==> config.mk <==
export PLATFORM = sky130hd
export DESIGN_NAME = morse_lcd_top
export DESIGN_NICKNAME = d
export VERILOG_FILES = /design/src/hw/morse_pkg.sv /design/src/hw/key_frontend.sv /design/src/hw/key_queue.sv /design/src/hw/lcd_timer.sv /design/src/hw/lcd_sequencer.sv /design/src/hw/morse_lcd_top.sv
export SDC_FILE = /design/constraint.sdc
export NUM_CORES = 1
export LEC_CHECK = 0
export BUFFER_PORTS_ARGS = -buffer_cell sky130_fd_sc_hd__buf_4
export CORE_UTILIZATION = 52
export DETAILED_ROUTE_END_ITERATION = 16
export PLACE_DENSITY = 0.67
export REMOVE_ABC_BUFFERS = 1
export SLEW_MARGIN = 5
export SYNTH_ARGS = -nofsm -noshare
export SYNTH_HDL_FRONTEND = slang
export SYNTH_HIERARCHICAL = 1
export SYNTH_SLANG_ARGS = --single-unit
==> constraint.sdc <==
create_clock -name clk -period 6.2 [get_ports clk]
set_clock_uncertainty 0.05 [all_clocks]
set_input_delay 1.24 -clock clk [delete_from_list [all_inputs] [get_ports clk]]
set_output_delay 1.24 -clock clk [all_outputs]
set_load 0.01 [all_outputs]
==> src/hw/morse_pkg.sv <==
package morse_pkg;

    // ====================================================================
    // key packets
    // ====================================================================
    typedef enum logic [7:0] {
        KEY_NONE = 8'd0,
        KEY_DOT  = 8'd1,
        KEY_DASH = 8'd2
    } key_code_t;

    localparam logic [2:0] PKT_TYPE_KEY = 3'd1;

    typedef struct packed {
        logic [2:0] pkt_type;  // always PKT_TYPE_KEY here
        key_code_t  code;
    } key_packet_t;

    // ====================================================================
    // LCD pins and cursor
    // ====================================================================
    typedef struct packed {
        logic       e;
        logic       rs;   // 0 command, 1 data
        logic       rw;
        logic [7:0] data;
    } lcd_bus_t;

    typedef struct packed {
        logic       row;
        logic [3:0] col;
    } lcd_cursor_t;

    // HD44780 commands, 8-bit interface
    localparam logic [7:0] CMD_WAKEUP     = 8'h30;
    localparam logic [7:0] CMD_FUNC_SET   = 8'h38;  // 8-bit, 2 lines, 5x8
    localparam logic [7:0] CMD_DISP_OFF   = 8'h08;
    localparam logic [7:0] CMD_DISP_CLEAR = 8'h01;
    localparam logic [7:0] CMD_ENTRY_MODE = 8'h06;  // increment, no shift
    localparam logic [7:0] CMD_DISP_ON    = 8'h0C;  // cursor off
    localparam logic [7:0] CMD_SET_DDRAM  = 8'h80;

    localparam logic [7:0] CHAR_DOT  = 8'h2E;
    localparam logic [7:0] CHAR_DASH = 8'h2D;

    // ====================================================================
    // timing
    // ====================================================================
    typedef logic [31:0] cnt_t;

    // e pulse window, counted from the start of a step
    localparam cnt_t E_PULSE_START = 32'd2;
    localparam cnt_t E_PULSE_END   = 32'd22;

    function automatic cnt_t cycles_us(input longint unsigned clk_hz,
                                       input longint unsigned us);
        return cnt_t'((clk_hz * us) / 64'd1_000_000);
    endfunction

endpackage

==> src/hw/key_frontend.sv <==
`timescale 1ns/1ps

module key_frontend #(
    parameter int DEBOUNCE_CYCLES = 250_000,
    parameter int QUEUE_DEPTH     = 4
) (
    input  logic                   clk,
    input  logic                   rst_n,
    input  logic                   btn_dot,
    input  logic                   btn_dash,
    input  logic                   credit_return,
    output logic                   key_valid,
    output morse_pkg::key_packet_t key_packet,
    output logic                   key_dropped
);
    import morse_pkg::*;

    localparam int DW       = $clog2(DEBOUNCE_CYCLES + 1);
    localparam int CW       = $clog2(QUEUE_DEPTH + 1);
    localparam int BTN_DOT  = 0;
    localparam int BTN_DASH = 1;

    logic [1:0]    btn_raw;
    logic [1:0]    sync_q0, sync_q1;
    logic [1:0]    stable, prev, press;
    logic [DW-1:0] db_cnt [2];
    logic [CW-1:0] credits;
    logic          any_press, send, drop;

    assign btn_raw[BTN_DOT]  = btn_dot;
    assign btn_raw[BTN_DASH] = btn_dash;

    // ====================================================================
    // sync, debounce, rising edge (both buttons)
    // ====================================================================
    always_ff @(posedge clk or negedge rst_n) begin
        if (!rst_n) begin
            sync_q0 <= '0;
            sync_q1 <= '0;
        end else begin
            sync_q0 <= btn_raw;
            sync_q1 <= sync_q0;
        end
    end

    // level must hold past DEBOUNCE_CYCLES before it is taken
    always_ff @(posedge clk or negedge rst_n) begin
        if (!rst_n) begin
            stable <= '0;
            db_cnt <= '{default: '0};
        end else begin
            for (int i = 0; i < 2; i++) begin
                if (sync_q1[i] != stable[i]) begin
                    if (db_cnt[i] >= DW'(DEBOUNCE_CYCLES)) begin
                        stable[i] <= sync_q1[i];
                        db_cnt[i] <= '0;
                    end else begin
                        db_cnt[i] <= db_cnt[i] + 1'b1;
                    end
                end else begin
                    db_cnt[i] <= '0;  // bounce, start over
                end
            end
        end
    end

    always_ff @(posedge clk or negedge rst_n) begin
        if (!rst_n) begin
            prev  <= '0;
            press <= '0;
        end else begin
            prev  <= stable;
            press <= stable & ~prev;  // one pulse per press
        end
    end

    // ====================================================================
    // encoder and credit counter
    // ====================================================================
    assign any_press = |press;
    assign send      = any_press && (credits != '0);
    assign drop      = any_press && (credits == '0);

    always_ff @(posedge clk or negedge rst_n) begin
        if (!rst_n) begin
            key_valid   <= 1'b0;
            key_dropped <= 1'b0;
            credits     <= CW'(QUEUE_DEPTH);
        end else begin
            key_valid   <= send;
            key_dropped <= drop;
            credits     <= credits - CW'(send) + CW'(credit_return);
        end
    end

    // dot wins a tie, the dash of that cycle is lost
    always_ff @(posedge clk) begin
        if (send) begin
            key_packet.pkt_type <= PKT_TYPE_KEY;
            key_packet.code     <= press[BTN_DOT] ? KEY_DOT : KEY_DASH;
        end
    end

endmodule

==> src/hw/key_queue.sv <==
`timescale 1ns/1ps

module key_queue #(
    parameter int QUEUE_DEPTH = 4
) (
    input  logic                   clk,
    input  logic                   rst_n,
    input  logic                   key_valid,
    input  morse_pkg::key_packet_t key_packet,
    input  logic                   pop,
    output logic                   head_valid,
    output morse_pkg::key_packet_t head,
    output logic                   credit_return
);
    import morse_pkg::*;

    localparam int AW = (QUEUE_DEPTH > 1) ? $clog2(QUEUE_DEPTH) : 1;
    localparam int CW = $clog2(QUEUE_DEPTH + 1);

    key_packet_t   mem [QUEUE_DEPTH];
    logic [AW-1:0] wr_ptr, rd_ptr;
    logic [CW-1:0] count;
    logic          do_pop;

    // pointers wrap at the depth, not at a power of two
    function automatic logic [AW-1:0] ptr_inc(input logic [AW-1:0] p);
        return (p == AW'(QUEUE_DEPTH - 1)) ? '0 : p + 1'b1;
    endfunction

    assign head_valid = (count != '0);
    assign head       = mem[rd_ptr];
    assign do_pop     = pop && head_valid;

    // no full check, the sender never holds more credits than slots
    always_ff @(posedge clk) begin
        if (key_valid) begin
            mem[wr_ptr] <= key_packet;
        end
    end

    always_ff @(posedge clk or negedge rst_n) begin
        if (!rst_n) begin
            wr_ptr        <= '0;
            rd_ptr        <= '0;
            count         <= '0;
            credit_return <= 1'b0;
        end else begin
            if (key_valid) wr_ptr <= ptr_inc(wr_ptr);
            if (do_pop) rd_ptr <= ptr_inc(rd_ptr);
            count         <= count + CW'(key_valid) - CW'(do_pop);
            credit_return <= do_pop;  // slot freed, give the credit back
        end
    end

endmodule

==> src/hw/lcd_timer.sv <==
`timescale 1ns/1ps

module lcd_timer (
    input  logic            clk,
    input  logic            rst_n,
    input  logic            step_start,
    input  morse_pkg::cnt_t step_len,
    input  logic            pulse_en,
    output logic            e_out,
    output logic            step_done
);
    import morse_pkg::*;

    cnt_t cnt, cnt_next, len_q;
    logic running, run_next;
    logic en_q, en_next;

    // cnt reads n in the n-th cycle after step_start
    assign step_done = running && (cnt == len_q + 32'd1);
    assign run_next  = step_start || (running && !step_done);
    assign en_next   = step_start ? pulse_en : en_q;
    assign cnt_next  = step_start ? 32'd1 : (run_next ? cnt + 32'd1 : cnt);

    always_ff @(posedge clk) begin
        if (step_start) len_q <= step_len;
    end

    always_ff @(posedge clk or negedge rst_n) begin
        if (!rst_n) begin
            cnt     <= '0;
            running <= 1'b0;
            en_q    <= 1'b0;
            e_out   <= 1'b0;
        end else begin
            cnt     <= cnt_next;
            running <= run_next;
            en_q    <= en_next;
            // registered so the pin is clean, window in step cycles
            e_out   <= run_next && en_next &&
                       (cnt_next >= E_PULSE_START) && (cnt_next < E_PULSE_END);
        end
    end

endmodule

==> src/hw/lcd_sequencer.sv <==
`timescale 1ns/1ps

module lcd_sequencer #(
    parameter int CLK_HZ = 25_000_000
) (
    input  logic                   clk,
    input  logic                   rst_n,
    input  logic                   head_valid,
    input  morse_pkg::key_packet_t head,
    input  logic                   e_in,
    input  logic                   step_done,
    output logic                   pop,
    output logic                   step_start,
    output morse_pkg::cnt_t        step_len,
    output logic                   pulse_en,
    output morse_pkg::lcd_bus_t    lcd,
    output logic                   lcd_ready
);
    import morse_pkg::*;

    // step lengths, e window included where there is a pulse
    localparam cnt_t LEN_PWR   = cycles_us(CLK_HZ, 15_000);
    localparam cnt_t LEN_WAKE1 = E_PULSE_END + cycles_us(CLK_HZ, 5_000);
    localparam cnt_t LEN_WAKE2 = E_PULSE_END + cycles_us(CLK_HZ, 100);
    localparam cnt_t LEN_CLEAR = E_PULSE_END + cycles_us(CLK_HZ, 2_000);
    localparam cnt_t LEN_CMD   = E_PULSE_END + cycles_us(CLK_HZ, 50);

    typedef enum logic [3:0] {
        ST_PWR_WAIT,
        ST_WAKE_1,
        ST_WAKE_2,
        ST_WAKE_3,
        ST_FUNC_SET,
        ST_DISP_OFF,
        ST_DISP_CLR,
        ST_ENTRY_MODE,
        ST_DISP_ON,
        ST_IDLE,
        ST_SET_ADDR,
        ST_WRITE_CHAR
    } state_t;

    state_t      state;
    lcd_cursor_t cursor;
    logic        issue;
    logic [7:0]  char_q;
    logic [7:0]  data_sel;
    logic        rs_sel;

    assign step_start = issue;
    assign pop        = (state == ST_IDLE) && head_valid;

    // ====================================================================
    // per step command, rs and length
    // ====================================================================
    always_comb begin
        data_sel = CMD_WAKEUP;
        rs_sel   = 1'b0;
        step_len = LEN_CMD;
        pulse_en = 1'b1;
        case (state)
            ST_PWR_WAIT: begin
                step_len = LEN_PWR;
                pulse_en = 1'b0;  // just wait
            end
            ST_WAKE_1:     step_len = LEN_WAKE1;
            ST_WAKE_2:     step_len = LEN_WAKE2;
            ST_WAKE_3:     step_len = LEN_CMD;
            ST_FUNC_SET:   data_sel = CMD_FUNC_SET;
            ST_DISP_OFF:   data_sel = CMD_DISP_OFF;
            ST_DISP_CLR: begin
                data_sel = CMD_DISP_CLEAR;
                step_len = LEN_CLEAR;
            end
            ST_ENTRY_MODE: data_sel = CMD_ENTRY_MODE;
            ST_DISP_ON:    data_sel = CMD_DISP_ON;
            ST_SET_ADDR:   data_sel = CMD_SET_DDRAM | {1'b0, cursor.row, 2'b00, cursor.col};
            ST_WRITE_CHAR: begin
                data_sel = char_q;
                rs_sel   = 1'b1;
            end
            default: begin  // idle, nothing to send
                step_len = '0;
                pulse_en = 1'b0;
            end
        endcase
    end

    always_comb begin
        lcd.e    = e_in;
        lcd.rs   = rs_sel;
        lcd.rw   = 1'b0;  // write only
        lcd.data = data_sel;
    end

    // ====================================================================
    // state machine
    // ====================================================================
    always_ff @(posedge clk or negedge rst_n) begin
        if (!rst_n) begin
            state     <= ST_PWR_WAIT;
            issue     <= 1'b1;  // power wait starts out of reset
            lcd_ready <= 1'b0;
            cursor    <= '0;
        end else begin
            issue <= 1'b0;
            if (state == ST_IDLE) begin
                if (head_valid) begin
                    state <= ST_SET_ADDR;
                    issue <= 1'b1;
                end
            end else if (step_done) begin
                issue <= 1'b1;
                case (state)
                    ST_PWR_WAIT:   state <= ST_WAKE_1;
                    ST_WAKE_1:     state <= ST_WAKE_2;
                    ST_WAKE_2:     state <= ST_WAKE_3;
                    ST_WAKE_3:     state <= ST_FUNC_SET;
                    ST_FUNC_SET:   state <= ST_DISP_OFF;
                    ST_DISP_OFF:   state <= ST_DISP_CLR;
                    ST_DISP_CLR:   state <= ST_ENTRY_MODE;
                    ST_ENTRY_MODE: state <= ST_DISP_ON;
                    ST_DISP_ON: begin
                        state     <= ST_IDLE;
                        issue     <= 1'b0;
                        lcd_ready <= 1'b1;  // stays up from here on
                    end
                    ST_SET_ADDR:   state <= ST_WRITE_CHAR;
                    ST_WRITE_CHAR: begin
                        state      <= ST_IDLE;
                        issue      <= 1'b0;
                        cursor.col <= cursor.col + 4'd1;
                        if (cursor.col == 4'd15) cursor.row <= ~cursor.row;
                    end
                    default: state <= ST_PWR_WAIT;
                endcase
            end
        end
    end

    // character for the key being written
    always_ff @(posedge clk) begin
        if (pop) char_q <= (head.code == KEY_DASH) ? CHAR_DASH : CHAR_DOT;
    end

endmodule

==> src/hw/morse_lcd_top.sv <==
`timescale 1ns/1ps

module morse_lcd_top #(
    parameter int CLK_HZ          = 25_000_000,
    parameter int DEBOUNCE_CYCLES = 250_000,   // 10 ms at 25 MHz
    parameter int QUEUE_DEPTH     = 4
) (
    input  logic                clk,
    input  logic                rst_n,
    input  logic                btn_dot,
    input  logic                btn_dash,
    output morse_pkg::lcd_bus_t lcd,
    output logic                lcd_ready,
    output logic                key_dropped
);
    import morse_pkg::*;

    // ====================================================================
    // key path
    // ====================================================================
    logic        key_valid, credit_return;
    key_packet_t key_packet;
    logic        head_valid, pop;
    key_packet_t head;

    key_frontend #(
        .DEBOUNCE_CYCLES (DEBOUNCE_CYCLES),
        .QUEUE_DEPTH     (QUEUE_DEPTH)
    ) key_frontend_i (
        .clk, .rst_n, .btn_dot, .btn_dash, .credit_return,
        .key_valid, .key_packet, .key_dropped
    );

    key_queue #(
        .QUEUE_DEPTH (QUEUE_DEPTH)
    ) key_queue_i (
        .clk, .rst_n, .key_valid, .key_packet, .pop,
        .head_valid, .head, .credit_return
    );

    // ====================================================================
    // LCD path
    // ====================================================================
    logic step_start, step_done, pulse_en, e_out;
    cnt_t step_len;

    lcd_timer lcd_timer_i (
        .clk, .rst_n, .step_start, .step_len, .pulse_en,
        .e_out, .step_done
    );

    lcd_sequencer #(
        .CLK_HZ (CLK_HZ)
    ) lcd_sequencer_i (
        .clk, .rst_n, .head_valid, .head,
        .e_in (e_out),
        .step_done, .pop, .step_start, .step_len, .pulse_en,
        .lcd, .lcd_ready
    );

endmodule

== After elaboration in Yosys (flattened, before gate mapping) ==
Memory sizes are Yosys's and may differ from the RTL's.
Index checks and enable logic that the tools add are counted.
Storage, ports and cells
  memories kept: 1
  output and inout bits: 13
  RAM bits: 32
  register bits after elaboration: 153
Cells by class
  bitwise gates (word level): 4
  reduce and logical (&&, ||, !) cells: 26
  order comparisons: 4
  eq/ne operators: 19
  add/subtract/negate cells: 11
  muxes and demuxes: 25
Memory list
  key_queue_i.mem: depth 4, width 8, read ports 1, clocked after memory_dff 0, wr ports 1, RTL line key_queue.sv:20  | key_packet_t mem [QUEUE_DEPTH];
Operator list (number)
  $pmux 19 s5: 1
  $mux 18: 4
  $add 32x1->32 const B: 2
  $mux 32: 2
  $pmux 8 s7: 1
  $pmux 4 s10: 1
  $add 18x1->18 const B: 2
  $ge 18x18->1 const B: 2
  $eq 32x32->1: 1
  $ge 32x2->1 const B: 1
  $lt 32x5->1 const B: 1
  $eq 4x4->1 const B: 5
  $eq 4x3->1 const B: 4
  $mux 4: 3
  $reduce_or 10->1: 1
  $logic_and 1x1->1: 9
  $mux 1: 9
  $eq 4x2->1 const B: 2
  $eq 8x2->1 const B: 1
  $mux 2: 4
  $reduce_or 7->1: 1
  $add 3x1->3: 2
  $reduce_and 2->1: 3
  $reduce_and 3->1: 2
  18 further kinds: 25

== Depth between registers and ports, before layout ==
Gate-level depths: netlist (run 1).
  depth after elaboration: 11
  depth in mapped cells: 16
  gate-level depth less buffers: 12

== By module ==
The synthesis (run 1) kept the hierarchy.
By module, submodules not included
  lcd_timer: cells an instance 561, instances 1, area each 4929.7 um^2
  key_frontend: cells an instance 242, instances 1, area each 2504.9 um^2
  key_queue: cells an instance 95, instances 1, area each 2040.7 um^2
  lcd_sequencer: cells an instance 135, instances 1, area each 1106.1 um^2

== Worst setup path after synthesis (run 1) ==
OpenSTA, ideal clock, no wires.
  kind: register to register
  start: register lcd_timer_i.cnt[29]
  end: register lcd_timer_i.e_out
  stages on the path, launching flop included: 15
  path buffers: 3
  setup time: 0.095 ns
  arrival: 3.873 ns
  setup slack: 2.182 ns
  cells stage by stage: dfrtp_1 -> buf_6 -> xnor2_2 -> or4b_4 -> a2111oi_4 -> o221ai_2 -> or4_1 -> or4_1 -> buf_2 -> o21ai_4 -> buf_6 -> nor3_1 -> xnor2_1 -> a2111oi_0 -> nor4b_2
On the way
  cells in the longest elaborated chain, start to end: 10
  elaborated cells on any way between the ends: 13
  classes of those cells: 1 x add/sub; 2 x order compare; 1 x eq/ne; 2 x mux; 7 x reduce/logical
Ends and longest elaborated chain
  start: declaration: RTL line lcd_timer.sv:14  | cnt_t cnt, cnt_next, len_q;
  start signal: assignment: RTL line lcd_timer.sv:35  | cnt <= cnt_next;
  parallel branches: the longest is 9 deep, another holds $add 32x1->32
  $logic_and 1x1->1 (*): RTL line lcd_timer.sv:40  | (cnt_next >= E_PULSE_START) && (cnt_next < E_PULSE_END);
  end signal: assignment: RTL line lcd_timer.sv:39  | e_out <= run_next && en_next &&
  end: declaration: RTL line lcd_timer.sv:9  | output logic e_out,
Mark *: on every way between the ends.
A chain may end at the register's enable or synchronous reset.

== Final worst setup path (run 1) ==
  start: register lcd_timer_i.len_q[4]
  end: register lcd_timer_i.e_out
On the way
  cells in the longest elaborated chain, start to end: 11
  elaborated cells on any way between the ends: 13
  classes of those cells: 1 x add/sub; 2 x order compare; 1 x eq/ne; 2 x mux; 7 x reduce/logical
Ends and longest elaborated chain
  start: declaration: RTL line lcd_timer.sv:14
  start signal: assignment: RTL line lcd_timer.sv:25  | if (step_start) len_q <= step_len;
  $add 32x1->32 (*): RTL line lcd_timer.sv:19  | assign step_done = running && (cnt == len_q + 32'd1);
  $eq 32x32->1 (*): RTL line lcd_timer.sv:19
  $logic_and 1x1->1 (*): RTL line lcd_timer.sv:19
  $logic_not 1->1 (*): RTL line lcd_timer.sv:20  | assign run_next = step_start || (running && !step_done);
  $logic_and 1x1->1 (*): RTL line lcd_timer.sv:20
  $logic_or 1x1->1 (*): RTL line lcd_timer.sv:20
  $mux 32 (2 in series): RTL line lcd_timer.sv:22  | assign cnt_next = step_start ? 32'd1 : (run_next ? cnt + 32'd1 : cnt);
  $ge 32x2->1: RTL line lcd_timer.sv:40
  $logic_and 1x1->1: RTL line lcd_timer.sv:39
  $logic_and 1x1->1 (*): RTL line lcd_timer.sv:40
Mark *: on every way between the ends. The rest lies on a longest branch, timed or not.

==> results of run 1 <==
## layout make-up
cell class | instances | share of cell area [%]
well taps | 260 | 3.02
inverters | 45 | 1.57
flip-flops and latches | 173 | 43.3
multi-input cells | 733 | 45.1
repair buffers | 20 | 1.39
clock inverters | 15 | 1.72
clock buffers | 17 | 3.94
## critical path: stages (launching register included)
cell and delay (ns):
edfxtp_1 0.49, nand3_1 0.29, nor3_1 0.78, mux2_2 0.43, nor4_1 0.37, o2111ai_1 0.21, or4_1 0.72, o21ai_4 0.67
nor3_1 0.16, xnor2_1 0.18, a2111oi_0 0.42, nor4b_2 0.26
## through the flow
step	hold slack [ns]	cell area, sq um	instances
2_1_floorplan	0.281	9700	951
6_report	0.306	10800	1263
3_5_place_dp	0.286	10200	1231
4_1_cts	0.309	10800	1263
5_1_grt	0.322	10800	1263
3_3_place_gp	0.282	10200	1231
## sequential cells by signal (all words and copies together), names as in the netlist, 2 cells and up
signal                     count
key_frontend_i/db_cnt         36
key_frontend_i/prev            2
key_queue_i/rd_ptr             2
lcd_timer_i/len_q             32
key_frontend_i/stable          2
key_queue_i/wr_ptr             2
lcd_timer_i/cnt               32
key_queue_i/count              3
lcd_sequencer_i/state          4
lcd_sequencer_i/char_q         2
key_frontend_i/sync_q1         2
lcd_sequencer_i/cursor         5
key_frontend_i/credits         3
key_frontend_i/press           2
key_queue_i/mem               32
key_frontend_i/key_packet      2
key_frontend_i/sync_q0         2
## power by group
group / switching, mW / internal, mW / total [mW]
Clock: 0.509 / 0.547 / 1.06
Sequential: 0.00484 / 1.19 / 1.20
Combinational: 0.0239 / 0.00586 / 0.0298
## worst min path at each step
stage,to,depth (start not counted),from,slack (ns)
global route,key_frontend_i/sync_q1[1],0,key_frontend_i/sync_q0[1],0.32
global placement,key_frontend_i/sync_q1[1],0,key_frontend_i/sync_q0[1],0.28
floorplan,key_frontend_i/sync_q1[0],0,key_frontend_i/sync_q0[0],0.28
CTS,key_frontend_i/sync_q1[0],0,key_frontend_i/sync_q0[0],0.31
finish,key_frontend_i/sync_q1[0],0,key_frontend_i/sync_q0[0],0.31
detailed placement,key_frontend_i/sync_q1[1],0,key_frontend_i/sync_q0[1],0.29
## per-layer routing
layer	routed length (um)	up-vias	track usage, %
met2	9870	259	35.9
met4	471	0	8.15
li1	-	3568	-
met1	9900	3599	32.0
met5	0	-	0
met3	1460	50	4.83
==> out/metrics.csv, run 1 <==
stage;metric;value;unit
global_routing;first-pass GRT wire length;36000;um
floorplanning;core area;18900;sq um
clock_tree;clk_lat worst skew;0.43;ns
detailed_routing;drt via density;5.92;
critical_path;crit path kind;reg2reg;
floorplanning;Initial Utilization;53.6;%
sta;Final Setup Violations;0;
sta;Max Slew Vio Count;0;
detailed_routing;initial drt markers;604;
floorplanning;# IOs;17;
detailed_routing;vias;7476;
global_routing;pin count of the biggest net entering global routing;70;
sta;fmax;194;MHz
cells_and_area;Util after Layout;57.1;%
cells_and_area;Layout Nets;1012;
power_and_ir_drop;PwrDens;211;nW/um^2
cells_and_area;layout cells sized above 1;9.07;%
global_routing;grt total ovfl;0;
critical_path;Critical Path Source;lcd_timer_i/len_q[4];
sta;Slew HR;42.2;%
clock_tree;Post-CTS Setup Repair Bufs;0;
sta;RSZ-0062 raised after global routing;no;
critical_path;critical path arrival;5.44;ns
critical_path;cells on worst reg2reg path;11;
placed_design;hpwl dp;15300;um
power_and_ir_drop;Design Power;2.28;mW
power_and_ir_drop;P_leak;4.04;nW
critical_path;FF-to-FF setup slack;1.04;ns
sta;Final Hold Fails;0;
placed_design;routability congestion estimate;0.990;
logic_synthesis;mapped cell area;10100;sq um
detailed_routing;Final ANT Viol Nets;0;
critical_path;startpoint types;flip-flop;
cells_and_area;most frequent cells in the layout;nor2_1 (114), dfrtp_1 (103), xnor2_1 (68), edfxtp_1 (68), nand2_1 (66);
global_routing;initial antenna violation count;0;
floorplanning;row count;50;
placed_design;IO buf count;15;
outcome;outcome;finished clean;
placed_design;DP Worst Slack;1.20;ns
clock_tree;clock sinks;173;
logic_synthesis;Cells after Synth;1014;
critical_path;worst reg2reg path endpoint;lcd_timer_i/e_out;
cells_and_area;Fill cells;1657;
critical_path;worst reg2reg path startpoint;lcd_timer_i/len_q[4];
sta;final critical-path share of the clock period;83.3;%
clock_tree;CTS root buf;clkbuf_16;
cells_and_area;sequential cell area;4670;sq um
sta;Period minus WS final;5.16;ns
clock_tree;CTS tree;yes;
clock_tree;CTS Buf Count;17;
global_routing;gr usage total;23.1;%
critical_path;worst path required time;6.48;ns
floorplanning;die height;142;um
power_and_ir_drop;Max VDD drop;0.000181;V
detailed_routing;drt pass-1 iters;8;
clock_tree;Clock Pin Slew Worst Setup and Hold Paths;0.07;ns
critical_path;crit path to;lcd_timer_i/e_out;
detailed_routing;routed len/inst;17.2;um
floorplanning;Die W;142;um
cells_and_area;P&R area growth vs syn;6.58;%
sta;final setup margin;1.04;ns
global_routing;vias in the first global route;7075;
job;Max-Cap Viols;0;
logic_synthesis;synthesized area per cell;9.98;sq um
clock_tree;CTS resizes;0;
critical_path;critical path fanouts, max;31;
detailed_routing;# DRC;0;
clock_tree;H-tree lvl count;4;
logic_synthesis;synth warn;6;
sta;setup_tns;0;ns
clock_tree;clock buffer depth;2;
cells_and_area;footprint of the multi-input gates;4860;sq um
sta;Least-Margin Pin Slew;0.860;ns
min_path;hold crit path type;reg2reg;
detailed_routing;final wirelength;21700;um
cells_and_area;commonest non-fill, non-tap cell in the layout;nor2_1;
critical_path;Setup crit end kind;flip-flop;
floorplanning;die area;20000;sq um
clock_tree;Hold-fix buffers, CTS;0;
cells_and_area;ANT cells;0;
(Power assumes the default switching activity.)
==> run 2, diff against run 1 <==
--- a/config.mk
+++ b/config.mk
@@ -5,10 +5,11 @@
 export SDC_FILE = /design/constraint.sdc
 export NUM_CORES = 1
 export LEC_CHECK = 0
+export ABC_AREA = 1
 export BUFFER_PORTS_ARGS = -buffer_cell sky130_fd_sc_hd__buf_4
 export CORE_UTILIZATION = 52
 export DETAILED_ROUTE_END_ITERATION = 16
-export PLACE_DENSITY = 0.67
+export PLACE_DENSITY = 0.69
 export REMOVE_ABC_BUFFERS = 1
 export SLEW_MARGIN = 5
 export SYNTH_ARGS = -nofsm -noshare
==> constraint.sdc (replaced) <==
create_clock -name clk -period 4.2 [get_ports clk]
set_clock_uncertainty 0.05 [all_clocks]
set_input_delay 0.84 -clock clk [delete_from_list [all_inputs] [get_ports clk]]
set_output_delay 0.84 -clock clk [all_outputs]
set_load 0.01 [all_outputs]
==> run 2 against run 1 <==
Via count is 12% higher; sequential share of layout area is 1.1 points lower; first-iteration DRC count is 10% lower; clock power is 50% higher; hold slack worse by 0.0033 ns; worst setup slack worse by 0.22 ns; global-route usage is 0.75 points higher; sequential power is 47% higher; clock-buffer cell count stayed put; largest power group unchanged; critical endpoint unchanged.
==> out/metrics.csv, run 2 <==
stage;metric;value;unit;change
cells_and_area;max reg flops;36;;unchanged
cells_and_area;Fill cells;1794;;+8.3%
logic_synthesis;synthesized area per cell;7.69;sq um;-23%
detailed_routing;routed len/inst;13.8;um;-20%
detailed_routing;final wirelength;22400;um;+3.1%
critical_path;cell family with most CP delay;simple AND/OR/NAND/NOR gates;;
global_routing;GRT met2 Usage;38.7;%;+2.7 points
floorplanning;core area;19400;sq um;+2.7%
sta;Period minus WS final;3.39;ns;-1.78 ns
clock_tree;Hold-fix buffers, CTS;0;;unchanged
logic_synthesis;synth warn;6;;unchanged
placed_design;placed inst area;10500;sq um;+2.8%
sta;setup_tns;0;ns;unchanged
sta;RSZ-0062 raised after global routing;no;;
sta;fmax;295;MHz;+53%
sta;final critical-path share of the clock period;80.6;%;-2.7 points
critical_path;startpoint types;flip-flop;;
global_routing;pin count of the biggest net entering global routing;48;;-31%
detailed_routing;# DRC;0;;unchanged
critical_path;crit path kind;reg2reg;;
floorplanning;die height;143;um;+0.79%
outcome;outcome;finished clean;;
clock_tree;CTS resizes;0;;unchanged
detailed_routing;initial drt markers;543;;-10%
clock_tree;H-tree lvl count;4;;unchanged
critical_path;Setup crit end kind;flip-flop;;
critical_path;CP max stage delay;0.42;ns;-0.36 ns
job;Max-Cap Viols;0;;unchanged
cells_and_area;ANT cells;0;;unchanged
clock_tree;CTS tree;yes;;
critical_path;worst path cell trace;ha_1 > nand2_1 > nor2_4 > nand2_1 > nor2_2 > nand3_1 > nand3_1 > nand2_1 > inv_1 > nand2_1 > nor2_1 > nand3_2 > nand2_2 > inv_2 > nand3_1 > nand2_1 > nor2_1 > nand2_1 > nor2_1 > nor2_1 > nand2_1 > nor2_2;;
floorplanning;row count;51;;+2.0%
power_and_ir_drop;PwrDens;307;nW/um^2;+45%
floorplanning;Die W;143;um;+0.79%
placed_design;IO buf count;15;;unchanged
global_routing;vias in the first global route;8062;;+14%
clock_tree;clk_lat worst skew;0.44;ns;about the same
cells_and_area;P&R area growth vs syn;7.65;%;
sta;Slew HR;26.4;%;-16 points
sta;Least-Margin Pin Slew;1.10;ns;+0.242 ns
critical_path;critical path fanouts, max;13;;-58%
sta;Final Hold Fails;0;;unchanged
cells_and_area;most frequent cells in the layout;nand2_1 (374), inv_1 (193), nor2_1 (184);;
critical_path;worst path bufs/invs;2;;+2
placed_design;Post-Place Cells;1591;;+29%
min_path;hold crit path type;reg2reg;;
cells_and_area;final std cells w/o fill;1623;;+29%
global_routing;GRT met3 Usage;3.69;%;-1.1 points
power_and_ir_drop;P_leak;5.27;nW;+31%
clock_tree;Post-CTS Setup Repair Bufs;0;;unchanged
global_routing;first-pass GRT wire length;37800;um;+5.0%
floorplanning;die area;20300;sq um;+1.6%
cells_and_area;layout cells sized above 1;7.66;%;-1.4 points
floorplanning;# IOs;17;;unchanged
clock_tree;clock buffer depth;2;;unchanged
detailed_routing;vias;8357;;+12%
cells_and_area;commonest non-fill, non-tap cell in the layout;nand2_1;;
critical_path;critical path arrival;3.66;ns;-1.78 ns
floorplanning;Initial Utilization;53.0;%;-0.56 points
logic_synthesis;Cells after Synth;1337;;+32%
cells_and_area;sequential cell area;4670;sq um;unchanged
critical_path;worst path required time;4.47;ns;-2.01 ns
logic_synthesis;mapped cell area;10300;sq um;+1.6%
sta;Final Setup Violations;0;;unchanged
cells_and_area;largest register by flop count;key_frontend_i/db_cnt;;
detailed_routing;drt via density;5.15;;-13%
global_routing;initial antenna violation count;0;;unchanged
power_and_ir_drop;Max VDD drop;0.000264;V;+46%
detailed_routing;drt pass-1 iters;5;;-3
global_routing;grt total ovfl;0;;unchanged
critical_path;Top cell by count, worst path;nand2_1;;
cells_and_area;footprint of the multi-input gates;4560;sq um;-6.2%
critical_path;CP max stage cell;edfxtp_1;;
detailed_routing;Final ANT Viol Nets;0;;unchanged
clock_tree;CTS Buf Count;17;;unchanged
placed_design;hpwl dp;16600;um;+8.4%
global_routing;GR met1 Demand/Resource;31.9;%;-0.17 points
global_routing;gr usage total;23.8;%;+0.75 points
sta;Max Slew Vio Count;0;;unchanged
placed_design;routability congestion estimate;0.969;;-2.2%
cells_and_area;Layout Nets;1367;;+35%
global_routing;busiest layer in global routing;met2;;
clock_tree;Clock Pin Slew Worst Setup and Hold Paths;0.08;ns;about the same
clock_tree;clock sinks;173;;unchanged
cells_and_area;post-route cell area;11100;sq um;+2.6%
clock_tree;CTS root buf;clkbuf_16;;
## run 2: cell count changes in the layout (fill, tap and decap cells not counted), moves of 14 or more
cell,delta
a21oi_1,-20
nor2_2,+15
inv_1,+150
nor4_1,-28
or3_1,-16
nor3_1,-26
and3_1,-16
xnor2_1,-51
nor2_1,+70
and2_1,-14
nand2_1,+308
nand3_1,+83
## run 2: metal layers
metal / up-vias / share of wire [%] / wire length, um
met2: 241 / 46 / 10300
li1: 4197 / - / -
met4: 0 / 2.4 / 535
met1: 3879 / 46 / 10300
met5: - / 0 / 0
met3: 40 / 5.4 / 1210
## run 2: path summary, 6_finish.rpt
check	slack (ns)	from	end	depth (start not counted)
min in group asynchronous	0.35	rst_n	key_queue_i/count[2]	1
worst max-delay path	0.81	lcd_timer_i/len_q[0]	lcd_timer_i/e_out	22
max in group asynchronous	2.88	rst_n	lcd_sequencer_i/step_start	2
worst min-delay path	0.30	key_frontend_i/sync_q0[1]	key_frontend_i/sync_q1[1]	0
worst max register to register	0.81	lcd_timer_i/len_q[0]	lcd_timer_i/e_out	22
worst min register to register	0.30	key_frontend_i/sync_q0[1]	key_frontend_i/sync_q1[1]	0
## run 2: area by class of cell
type	count	area share, %
clock buffers	17	3.84
clock inverters	15	1.63
well taps	265	2.99
flip-flops and latches	173	42.2
repair buffers	21	1.42
inverters	199	6.75
multi-input cells	933	41.2
## run 2: stage by stage
| step | total power, mW | utilization (%) | hold WS [ns] | setup WS, ns |
|---|---|---|---|---|
| floorplan | 1.82 | - | 0.281 | 1.13 |
| global placement | 1.84 | 54.0 | 0.289 | 0.945 |
| detailed placement | 1.85 | 54.0 | 0.290 | 0.857 |
| CTS | 3.44 | 57.1 | 0.307 | 0.830 |
| global route | 3.51 | 57.1 | 0.319 | 0.461 |
| finish | 3.40 | 57.1 | 0.302 | 0.815 |
## run 2: power breakdown
group	leakage (nW)	switching, mW	internal [mW]
registers	2.07	0.00691	1.76
clock network	0.293	0.777	0.815
logic	2.91	0.0361	0.00939
total	5.27	0.820	2.58
==> run 3, diff against run 2 <==
==> constraint.sdc (replaced) <==
create_clock -name clk -period 2.8 [get_ports clk]
set_clock_uncertainty 0.05 [all_clocks]
set_input_delay 0.56 -clock clk [delete_from_list [all_inputs] [get_ports clk]]
set_output_delay 0.56 -clock clk [all_outputs]
set_load 0.01 [all_outputs]
==> run 3 against run 2 <==
The flow now finishes with violations (negative setup slack); die area unchanged; hold slack worse by 0.18 ns; critical path type unchanged; sequential power up 51%; cell count up 5.1%; design area up 7.8%; sequential share of layout area down 3.1 points; largest power group unchanged; highest routed layer unchanged.
==> out/metrics.csv, run 3 (synthesis results as in run 2) <==
stage;metric;value;unit;change
critical_path;worst path required time;3.12;ns;-1.35 ns
floorplanning;die area;20300;sq um;unchanged
critical_path;critical path arrival;3.18;ns;-0.48 ns
sta;Final Setup Violations;1;;+1
clock_tree;Hold-fix buffers, CTS;0;;unchanged
floorplanning;row count;51;;unchanged
job;Max-Cap Viols;0;;unchanged
floorplanning;Die W;143;um;unchanged
clock_tree;clock buffer depth;2;;unchanged
sta;Final Hold Fails;0;;unchanged
placed_design;hpwl dp;17000;um;+2.3%
critical_path;Setup crit end kind;flip-flop;;
min_path;hold crit path type;in2async;;
clock_tree;CTS root buf;clkbuf_16;;
detailed_routing;initial drt markers;577;;+6.3%
outcome;failing checks;negative setup slack;;
power_and_ir_drop;P_leak;5.69;nW;+8.0%
floorplanning;core area;19400;sq um;unchanged
sta;Least-Margin Pin Slew;0.679;ns;-0.423 ns
global_routing;vias in the first global route;8059;;-0.037%
clock_tree;Clock Pin Slew Worst Setup and Hold Paths;0.08;ns;about the same
cells_and_area;Layout Nets;1450;;+6.1%
clock_tree;clk_lat worst skew;0.44;ns;about the same
floorplanning;# IOs;17;;unchanged
detailed_routing;final wirelength;22900;um;+2.4%
cells_and_area;largest register by flop count;key_frontend_i/db_cnt;;
power_and_ir_drop;Max VDD drop;0.000415;V;+57%
clock_tree;CTS tree;yes;;
sta;fmax;350;MHz;+18%
critical_path;critical path fanouts, max;25;;+12
cells_and_area;Util after Layout;61.6;%;+4.5 points
sta;Period minus WS final;2.86;ns;-0.525 ns
critical_path;startpoint types;flip-flop;;
detailed_routing;vias;8553;;+2.3%
cells_and_area;most frequent cells in the layout;nand2_1 (363), inv_1 (192), nor2_1 (170);;
sta;Slew HR;54.7;%;+28 points
sta;Max Slew Vio Count;0;;unchanged
floorplanning;Initial Utilization;53.0;%;unchanged
clock_tree;H-tree lvl count;4;;unchanged
cells_and_area;P&R area growth vs syn;16.1;%;
global_routing;initial antenna violation count;0;;unchanged
detailed_routing;drt pass-1 iters;5;;unchanged
global_routing;gr usage total;24.1;%;+0.30 points
outcome;outcome;finished with violations;;
critical_path;crit path kind;reg2reg;;
power_and_ir_drop;PwrDens;429;nW/um^2;+40%
detailed_routing;drt via density;5.01;;-2.6%
detailed_routing;# DRC;0;;unchanged
placed_design;placed inst area;11000;sq um;+5.4%
clock_tree;CTS Buf Count;17;;unchanged
global_routing;pin count of the biggest net entering global routing;52;;+8.3%
sta;RSZ-0062 raised after global routing;yes;;
cells_and_area;max reg flops;36;;unchanged
global_routing;grt total ovfl;0;;unchanged
floorplanning;die height;143;um;unchanged
placed_design;IO buf count;15;;unchanged
cells_and_area;ANT cells;0;;unchanged
cells_and_area;commonest non-fill, non-tap cell in the layout;nand2_1;;
clock_tree;clock sinks;173;;unchanged
detailed_routing;Final ANT Viol Nets;0;;unchanged
cells_and_area;layout cells sized above 1;15.6;%;+8.0 points
cells_and_area;post-route cell area;11900;sq um;+7.8%
global_routing;first-pass GRT wire length;38300;um;+1.4%
placed_design;routability congestion estimate;0.930;;-4.0%
detailed_routing;routed len/inst;13.4;um;-2.5%
sta;final critical-path share of the clock period;102;%;+22 points
sta;final setup margin;-0.0602;ns;-0.875 ns
-- run 3: cell types whose count changed in the layout (fill, tap and decap cells not counted), moves of 3 or more --
| cell | before | now |
|---|---|---|
| buf_6 | 0 | 3 |
| nand3_1 | 119 | 113 |
| nand2_1 | 374 | 363 |
| buf_4 | 21 | 99 |
| nand3_2 | 1 | 6 |
| nor2_1 | 184 | 170 |
| nor2_2 | 15 | 21 |
| o21ai_0 | 23 | 20 |
| nand2_8 | 0 | 3 |
| nand2_2 | 13 | 19 |
| nor2_4 | 6 | 14 |
-- run 3: layout make-up --
class                      count  area (sq um)
clock buffer                  18           450
clock inverter                14           160
fill                        1745          7460
inverter                     199           747
multi-input combinational    933          4770
sequential                   173          4670
tap                          265           332
timing repair buffer         104           812
-- run 3: final timing paths --
check,slack [ns],to,cells past startpoint,start
max,-0.06,lcd_timer_i/e_out,22,lcd_timer_i/len_q[0]
min,0.12,key_queue_i/count[2],1,rst_n
max reg2reg,-0.06,lcd_timer_i/e_out,22,lcd_timer_i/len_q[0]
min reg2reg,0.30,key_frontend_i/sync_q1[1],0,key_frontend_i/sync_q0[1]
max in group asynchronous,1.79,key_frontend_i/db_cnt[11],2,rst_n
min in group clk,0.18,key_frontend_i/sync_q0[0],1,btn_dot
-- run 3: power breakdown --
part / internal (mW) / leakage [nW] / total [mW] / switching [mW]
registers: 2.64 / 2.07 / 2.65 / 0.0102
clock network: 1.26 / 0.299 / 2.41 / 1.15
logic: 0.0159 / 3.33 / 0.0703 / 0.0544
total: 3.91 / 5.69 / 5.12 / 1.21
-- run 3: critical path, cell delays in order, from the launching register on --
cell	delay, ns
edfxtp_1	0.38
ha_2	0.24
nand2_2	0.10
nor2_4	0.19
nand2_4	0.12
nor2_4	0.13
nand3_1	0.11
nand3_1	0.10
nand2_1	0.05
inv_1	0.05
nand2_1	0.08
nor2_4	0.14
nand3_4	0.13
buf_12	0.18
nand3_1	0.07
nand2_1	0.05
nand3_1	0.09
nand2_1	0.06
nor2_1	0.12
nand2_1	0.08
nor2_2	0.13
nand2_1	0.08
nor2_2	0.07
-- run 3: what timing repair did --
| action | CTS | global route |
|---|---|---|
| setup buffers | 3 | 6 |
| gates resized for setup | 18 | 45 |
| endpoints found under the setup margin | 9 | 22 |
| pin swaps | 7 | 13 |
-- run 3: metrics by stage --
stage	TNS [ns]	power (mW)	std cells	setup slack (ns)	hold WS (ns)
2_1_floorplan	-1.18	2.72	1305	-0.272	0.214
4_1_cts	-0.0178	5.19	1700	-0.0178	0.124
3_5_place_dp	-0.394	2.77	1665	-0.172	0.286
5_1_grt	-1.61	5.31	1706	-0.336	0.156
3_3_place_gp	-0.0958	2.77	1665	-0.0958	0.285
6_report	-0.0602	5.12	1706	-0.0602	0.119
-- run 3: metal layers --
layer	vias up	share of wire (%)	GRT usage, %
li1	4373	-	-
met4	0	1.1	6.68
met5	-	0	0
met1	3952	45	32.6
met2	211	47	39.8
met3	17	6.2	4.53
